[config.mk]
export PLATFORM = sky130hd
export DESIGN_NAME = rasterizer_front
export DESIGN_NICKNAME = d
export VERILOG_FILES = /design/src/design/raster_pkg.sv /design/src/design/triangle_if.sv /design/src/design/vertex_fetch.sv /design/src/design/triangle_setup.sv /design/src/design/rasterizer_front.sv
export SDC_FILE = /design/constraint.sdc
export NUM_CORES = 2
export LEC_CHECK = 0
export CORE_UTILIZATION = 56
export CTS_BUF_LIST = sky130_fd_sc_hd__clkbuf_8
export DETAILED_ROUTE_END_ITERATION = 10
export DONT_BUFFER_PORTS = 1
export PLACE_DENSITY = 0.71
export RECOVER_POWER = 100
export SYNTH_ARGS = -nofsm -noshare
export SYNTH_HDL_FRONTEND = slang
export SYNTH_HIERARCHICAL = 1
export SYNTH_SLANG_ARGS = --single-unit
export TNS_END_PERCENT = 5
[constraint.sdc]
create_clock -name clock -period 43 [get_ports clock]
set_clock_uncertainty 0.05 [all_clocks]
set_input_delay 2.15 -clock clock [delete_from_list [all_inputs] [get_ports clock]]
set_output_delay 2.15 -clock clock [all_outputs]
set_load 0.005 [all_outputs]
[src/design/raster_pkg.sv]
package raster_pkg;

    // memory bus types
    typedef logic [31:0] word_t;
    typedef logic [25:0] addr_t;

    // screen space
    typedef logic signed [15:0] coord_t;
    typedef logic signed [33:0] area_t;

    // triangle record layout in memory
    localparam int record_words = 15;
    localparam int vertex_words = 5;
    localparam int word_bytes   = 4;

    // word index inside a record
    typedef logic [$clog2(record_words)-1:0] count_t;

    typedef enum logic {
        send_idle,
        send_active
    } send_state_t;

    typedef enum logic {
        recv_idle,
        recv_active
    } recv_state_t;

endpackage

[src/design/triangle_if.sv]
`timescale 1ns/10ps

interface triangle_if
    import raster_pkg::*;
();

    logic  valid;
    // per vertex fields, index 0..2
    word_t x        [3];
    word_t y        [3];
    word_t z        [3];
    word_t color    [3];
    word_t texcoord [3];

    modport source (
        output valid, x, y, z, color, texcoord
    );

    modport sink (
        input valid, x, y, z, color, texcoord
    );

endinterface

[src/design/vertex_fetch.sv]
`timescale 1ns/10ps

module vertex_fetch
    import raster_pkg::*;
(
    input  logic  clock,
    input  logic  reset,

    input  logic  fetch_enable,
    input  addr_t addr_in,
    output logic  fetch_busy,

    output addr_t master_address,
    output logic  master_read,
    input  logic  master_waitrequest,
    input  word_t master_readdata,
    input  logic  master_readdatavalid,

    triangle_if.source tri_out
);

    send_state_t send_state;
    count_t      send_count;
    logic        start;
    logic        accepted;
    logic        last_accept;

    recv_state_t recv_state;
    count_t      recv_count;
    logic        last_word;
    word_t       record_buf  [record_words-1];
    word_t       record_full [record_words];

    // request side
    assign start       = (send_state == send_idle) && fetch_enable;
    assign accepted    = master_read && !master_waitrequest;
    assign last_accept = accepted && (send_count == count_t'(record_words - 1));

    assign fetch_busy  = (send_state == send_active);
    assign master_read = (send_state == send_active);

    always_ff @(posedge clock or negedge reset) begin
        if (!reset) begin
            send_state <= send_idle;
            send_count <= '0;
        end else begin
            case (send_state)
                send_idle: begin
                    if (fetch_enable) begin
                        send_state <= send_active;
                        send_count <= '0;
                    end
                end
                send_active: begin
                    if (last_accept) begin
                        send_state <= send_idle;
                        send_count <= '0;
                    end else if (accepted) begin
                        send_count <= send_count + 1'b1;
                    end
                end
                default: begin
                    send_state <= send_idle;
                end
            endcase
        end
    end

    // address moves only when the current read is taken
    always_ff @(posedge clock) begin
        if (start) begin
            master_address <= addr_in;
        end else if (accepted && !last_accept) begin
            master_address <= master_address + addr_t'(word_bytes);
        end
    end

    // receive side
    assign last_word = master_readdatavalid &&
                       (recv_count == count_t'(record_words - 1));

    always_comb begin
        for (int i = 0; i < record_words - 1; i++) begin
            record_full[i] = record_buf[i];
        end
        // final word goes straight from the bus
        record_full[record_words-1] = master_readdata;
    end

    always_ff @(posedge clock or negedge reset) begin
        if (!reset) begin
            recv_state    <= recv_idle;
            recv_count    <= '0;
            tri_out.valid <= 1'b0;
        end else begin
            tri_out.valid <= 1'b0;
            case (recv_state)
                recv_idle: begin
                    if (master_readdatavalid) begin
                        recv_state <= recv_active;
                        recv_count <= 4'd1;
                    end
                end
                recv_active: begin
                    if (last_word) begin
                        recv_state    <= recv_idle;
                        recv_count    <= '0;
                        tri_out.valid <= 1'b1;
                    end else if (master_readdatavalid) begin
                        recv_count <= recv_count + 1'b1;
                    end
                end
                default: begin
                    recv_state <= recv_idle;
                end
            endcase
        end
    end

    always_ff @(posedge clock) begin
        if (master_readdatavalid && !last_word) begin
            record_buf[recv_count] <= master_readdata;
        end
    end

    // unpack by vertex, fields in x y z color texcoord order
    always_ff @(posedge clock) begin
        if (last_word) begin
            for (int v = 0; v < 3; v++) begin
                tri_out.x[v]        <= record_full[v * vertex_words];
                tri_out.y[v]        <= record_full[v * vertex_words + 1];
                tri_out.z[v]        <= record_full[v * vertex_words + 2];
                tri_out.color[v]    <= record_full[v * vertex_words + 3];
                tri_out.texcoord[v] <= record_full[v * vertex_words + 4];
            end
        end
    end

endmodule

[src/design/triangle_setup.sv]
`timescale 1ns/10ps

module triangle_setup
    import raster_pkg::*;
(
    input  logic   clock,
    input  logic   reset,

    triangle_if.sink tri_in,

    output logic   tri_valid,
    output coord_t min_x,
    output coord_t max_x,
    output coord_t min_y,
    output coord_t max_y,
    output area_t  area,
    output logic   culled
);

    coord_t vx [3];
    coord_t vy [3];

    // stage one
    logic              s1_valid;
    coord_t            s1_min_x;
    coord_t            s1_max_x;
    coord_t            s1_min_y;
    coord_t            s1_max_y;
    logic signed [16:0] s1_dx10;
    logic signed [16:0] s1_dy20;
    logic signed [16:0] s1_dx20;
    logic signed [16:0] s1_dy10;

    // stage two
    area_t prod_a;
    area_t prod_b;
    area_t area_next;

    function automatic coord_t min3(input coord_t a, input coord_t b, input coord_t c);
        coord_t m;
        m = (a < b) ? a : b;
        return (m < c) ? m : c;
    endfunction

    function automatic coord_t max3(input coord_t a, input coord_t b, input coord_t c);
        coord_t m;
        m = (a > b) ? a : b;
        return (m > c) ? m : c;
    endfunction

    // coordinates sit in the low half of each word
    always_comb begin
        for (int v = 0; v < 3; v++) begin
            vx[v] = tri_in.x[v][15:0];
            vy[v] = tri_in.y[v][15:0];
        end
    end

    always_ff @(posedge clock or negedge reset) begin
        if (!reset) begin
            s1_valid <= 1'b0;
        end else begin
            s1_valid <= tri_in.valid;
        end
    end

    always_ff @(posedge clock) begin
        s1_min_x <= min3(vx[0], vx[1], vx[2]);
        s1_max_x <= max3(vx[0], vx[1], vx[2]);
        s1_min_y <= min3(vy[0], vy[1], vy[2]);
        s1_max_y <= max3(vy[0], vy[1], vy[2]);
        // one extra bit so differences never wrap
        s1_dx10  <= 17'(vx[1]) - 17'(vx[0]);
        s1_dy20  <= 17'(vy[2]) - 17'(vy[0]);
        s1_dx20  <= 17'(vx[2]) - 17'(vx[0]);
        s1_dy10  <= 17'(vy[1]) - 17'(vy[0]);
    end

    // doubled area, positive for counter-clockwise
    assign prod_a    = area_t'(s1_dx10) * area_t'(s1_dy20);
    assign prod_b    = area_t'(s1_dx20) * area_t'(s1_dy10);
    assign area_next = prod_a - prod_b;

    always_ff @(posedge clock or negedge reset) begin
        if (!reset) begin
            tri_valid <= 1'b0;
        end else begin
            tri_valid <= s1_valid;
        end
    end

    always_ff @(posedge clock) begin
        min_x  <= s1_min_x;
        max_x  <= s1_max_x;
        min_y  <= s1_min_y;
        max_y  <= s1_max_y;
        area   <= area_next;
        // degenerate or back facing
        culled <= (area_next <= 0);
    end

endmodule

[src/design/rasterizer_front.sv]
`timescale 1ns/10ps

module rasterizer_front
    import raster_pkg::*;
(
    input  logic   clock,
    input  logic   reset,

    input  logic   fetch_enable,
    input  addr_t  addr_in,
    output logic   fetch_busy,

    output addr_t  master_address,
    output logic   master_read,
    input  logic   master_waitrequest,
    input  word_t  master_readdata,
    input  logic   master_readdatavalid,

    output logic   tri_valid,
    output coord_t min_x,
    output coord_t max_x,
    output coord_t min_y,
    output coord_t max_y,
    output area_t  area,
    output logic   culled
);

    triangle_if tri_bus ();

    vertex_fetch vertex_fetch_inst (
        .clock                (clock),
        .reset                (reset),
        .fetch_enable         (fetch_enable),
        .addr_in              (addr_in),
        .fetch_busy           (fetch_busy),
        .master_address       (master_address),
        .master_read          (master_read),
        .master_waitrequest   (master_waitrequest),
        .master_readdata      (master_readdata),
        .master_readdatavalid (master_readdatavalid),
        .tri_out              (tri_bus.source)
    );

    triangle_setup triangle_setup_inst (
        .clock     (clock),
        .reset     (reset),
        .tri_in    (tri_bus.sink),
        .tri_valid (tri_valid),
        .min_x     (min_x),
        .max_x     (max_x),
        .min_y     (min_y),
        .max_y     (max_y),
        .area      (area),
        .culled    (culled)
    );

endmodule

==> summary.md <==
| Metric | Value |
|---|---|
| Slowest cell on crit path | `o31ai_1` |
| Inst Count DP | `approximately 4700` |
| Ports | `191` |
| Synth Net Count | `4807` |
| Final hold vios | `0` |
| Max-cap violations | `10` |
| Worst Tran Pin Value | `3.50 ns` |
| 1st-iter DRT viols | `1649` |
| Largest net degree at the start of global routing | `54` |
| R2r setup slk | `32.74 ns` |
| RSZ-0062 raised after global routing | `no` |
| Nets | `around 4800` |
| Final ANT Viol Nets | `0` |
| R2R depth | `22` |
| GPL Wtd Cong | `0.911` |
| Slew HR | `-1.34` |
| Root Driver | `clkbuf_8` |
| Arrival time at the worst endpoint | `10.81 ns` |
| Post-CTS Resized | `0` |
| Outcome | `finished with violations` |
| # DRC | `0` |
| Gr ovfl total | `0` |
| Core area | `71500 um^2` |
| Final setup violation count | `0` |
| Drt first pass iters | `5` |
| Worst endpoint required time | `43.54 ns` |
| Initial core utilization | `0.567` |
| Post-Syn Instances | `between 3000 and 4000` |
| Global-route usage over all layers | `0.257` |
| Port bufs | `0` |
| Crit Path Category | `register to register` |
| Cell mode on critical path | `fa_1` |
| CP endpoint kind | `register` |
| Peak Freq | `97.4 MHz` |
| Crit Path Max Fanout | `17` |
| Largest stage delay on the critical path | `1.13 ns` |
| Final cell count without fillers | `just under 5000` |
| Die height | `271 um` |
| Area Overhead vs Synth | `6.04%` |
| Share of cells above drive strength 1 | `0.0396` |
| Crit. Startpoint | `triangle_setup_inst/s1_dx20[9]` |
| Vias/cell | `5.33` |
| FF-to-FF End | `triangle_setup_inst/culled` |
| First-pass GRT wire length | `around 150 mm` |
| Fin util | `0.601` |
| Cell Chain, Critical Path | `nand2_1 -> fa_1 -> inv_1 -> fa_1 -> inv_1 -> fa_1 -> fa_1 -> fa_1 -> fa_1 -> fa_1 -> inv_1 -> fa_1 -> inv_1 -> ha_1 -> inv_1 -> a2111oi_0 -> o31ai_1 -> o31ai_1 -> xor2_1 -> or4b_1 -> nor4_1 -> a41o_1` |
| Die area | `73400 um^2` |
| Die width | `271 um` |
| Clk sinks | `462` |
| Hpwl dp | `~75 mm` |
| CTS Buf Count | `73` |
| Vias in the first global route | `26900` |
| Antenna violations before repair | `2` |
| Tcrit/Tclk final | `0.239` |
| Routed wire length | `91.6 mm` |
| Ys Warns | `6` |
| Crit path to | `triangle_setup_inst/culled` |
| Failing checks | `capacitance limit, slew limit` |
| Clk_lat worst skew | `0.68 ns` |
| Hold_buf cts | `0` |
| Origin of the critical flop-to-flop path | `triangle_setup_inst/s1_dx20[9]` |
| Postcts setup bufs | `0` |
| Crit path launch type | `register` |
| Worst Hold Class | `register to register` |
| Max-slew violations | `~230` |
| Setup TNS | `0 ns` |
| Clock-pin slew on the worst setup and hold paths | `0.06 ns` |
| WL per Instance | `19.0 um` |
| Mean Syn Cell Area | `10.6 um^2` |
| Fin crit period | `10.26 ns` |
| Synth Cell Area | `40500 um^2` |
| H-Tree Level Count | `3` |
| Vias | `between 20000 and 30000` |
| CTS Buffer Depth | `3` |
| Site Rows | `between 90 and 100` |
| Min Hold Slack | `approximately 0.27 ns` |
| CTS tree | `built` |
## layout by cell type, fill, tap and decap left out, types with 14 or more instances in the layout
master / n
xnor2_1: 86
inv_1: 808
a21oi_1: 68
o21a_1: 14
nand4_1: 21
nand2b_1: 26
ha_1: 284
and2_1: 317
edfxtp_1: 218
dfxtp_1: 231
mux2_1: 53
nor2_1: 102
nor2b_1: 47
xor2_1: 18
o21ai_0: 117
nand2_1: 362
nand3_1: 25
mux2_2: 23
fa_1: 650
nor3_1: 30
a21o_1: 31
clkbuf_8: 87
## cell type report
class | count | area [um^2]
Tap cell | 950 | 1190
Multi-Input combinational cell | 2459 | 25600
Inverter | 787 | 2950
Antenna cell | 1 | 2.50
Timing Repair Buffer | 16 | 93.8
Clock buffer | 87 | 1200
Sequential cell | 462 | 11500
Fill cell | 5959 | 28500
Clock inverter | 49 | 428
## flip-flops by register name, indices dropped and copies added (netlist names), 16 cells and up
signal and cells:
vertex_fetch_inst/record_buf 96, vertex_fetch_inst/tri_out.x 48, vertex_fetch_inst/tri_out.y 48, triangle_setup_inst/area 34
vertex_fetch_inst/master_address 26, triangle_setup_inst/s1_dx10 17, triangle_setup_inst/s1_dx20 17, triangle_setup_inst/s1_dy10 17
triangle_setup_inst/s1_dy20 17, triangle_setup_inst/max_x 16, triangle_setup_inst/max_y 16, triangle_setup_inst/min_x 16
triangle_setup_inst/min_y 16, triangle_setup_inst/s1_max_x 16, triangle_setup_inst/s1_max_y 16, triangle_setup_inst/s1_min_x 16
triangle_setup_inst/s1_min_y 16
## per-stage QoR
stage               instance area, um^2  worst slack (ns)
floorplan                         40500             35.50
global placement                  41500             33.39
detailed placement                41500             33.32
CTS                               43100             33.30
global route                      43000             32.70
finish                            43000             32.74
## how the worst min path moves through the flow
stage | start | endpoint | slack [ns] | cells after the start
after floorplan | triangle_setup_inst/s1_max_x[0] | triangle_setup_inst/max_x[0] | 0.26 | 0
after global placement | triangle_setup_inst/s1_max_x[2] | triangle_setup_inst/max_x[2] | 0.26 | 0
after detailed placement | triangle_setup_inst/s1_max_x[5] | triangle_setup_inst/max_x[5] | 0.26 | 0
after CTS | triangle_setup_inst/s1_min_x[7] | triangle_setup_inst/min_x[7] | 0.26 | 0
after global routing | triangle_setup_inst/s1_min_x[7] | triangle_setup_inst/min_x[7] | 0.26 | 0
final | triangle_setup_inst/s1_min_x[7] | triangle_setup_inst/min_x[7] | 0.27 | 0
## metal layers
metal	track usage	wire, um
met1	0.341	38300
met2	0.426	43900
met5	0	0
met3	0.0432	6320
met4	0.0943	3150
## worst max-delay path: cells and delay by family (launching register included)
family          cells  cell delay [ns]
fa+ha+maj           9             4.45
compound gates      4             2.43
simple gates        3             1.66
flops               1             0.87
xor+xnor            1             0.36
buf+inv             5             0.34
Power is left out: the tool's default activity adds up to more than one toggle a clock period on the data nets, which glitch-free logic cannot reach.
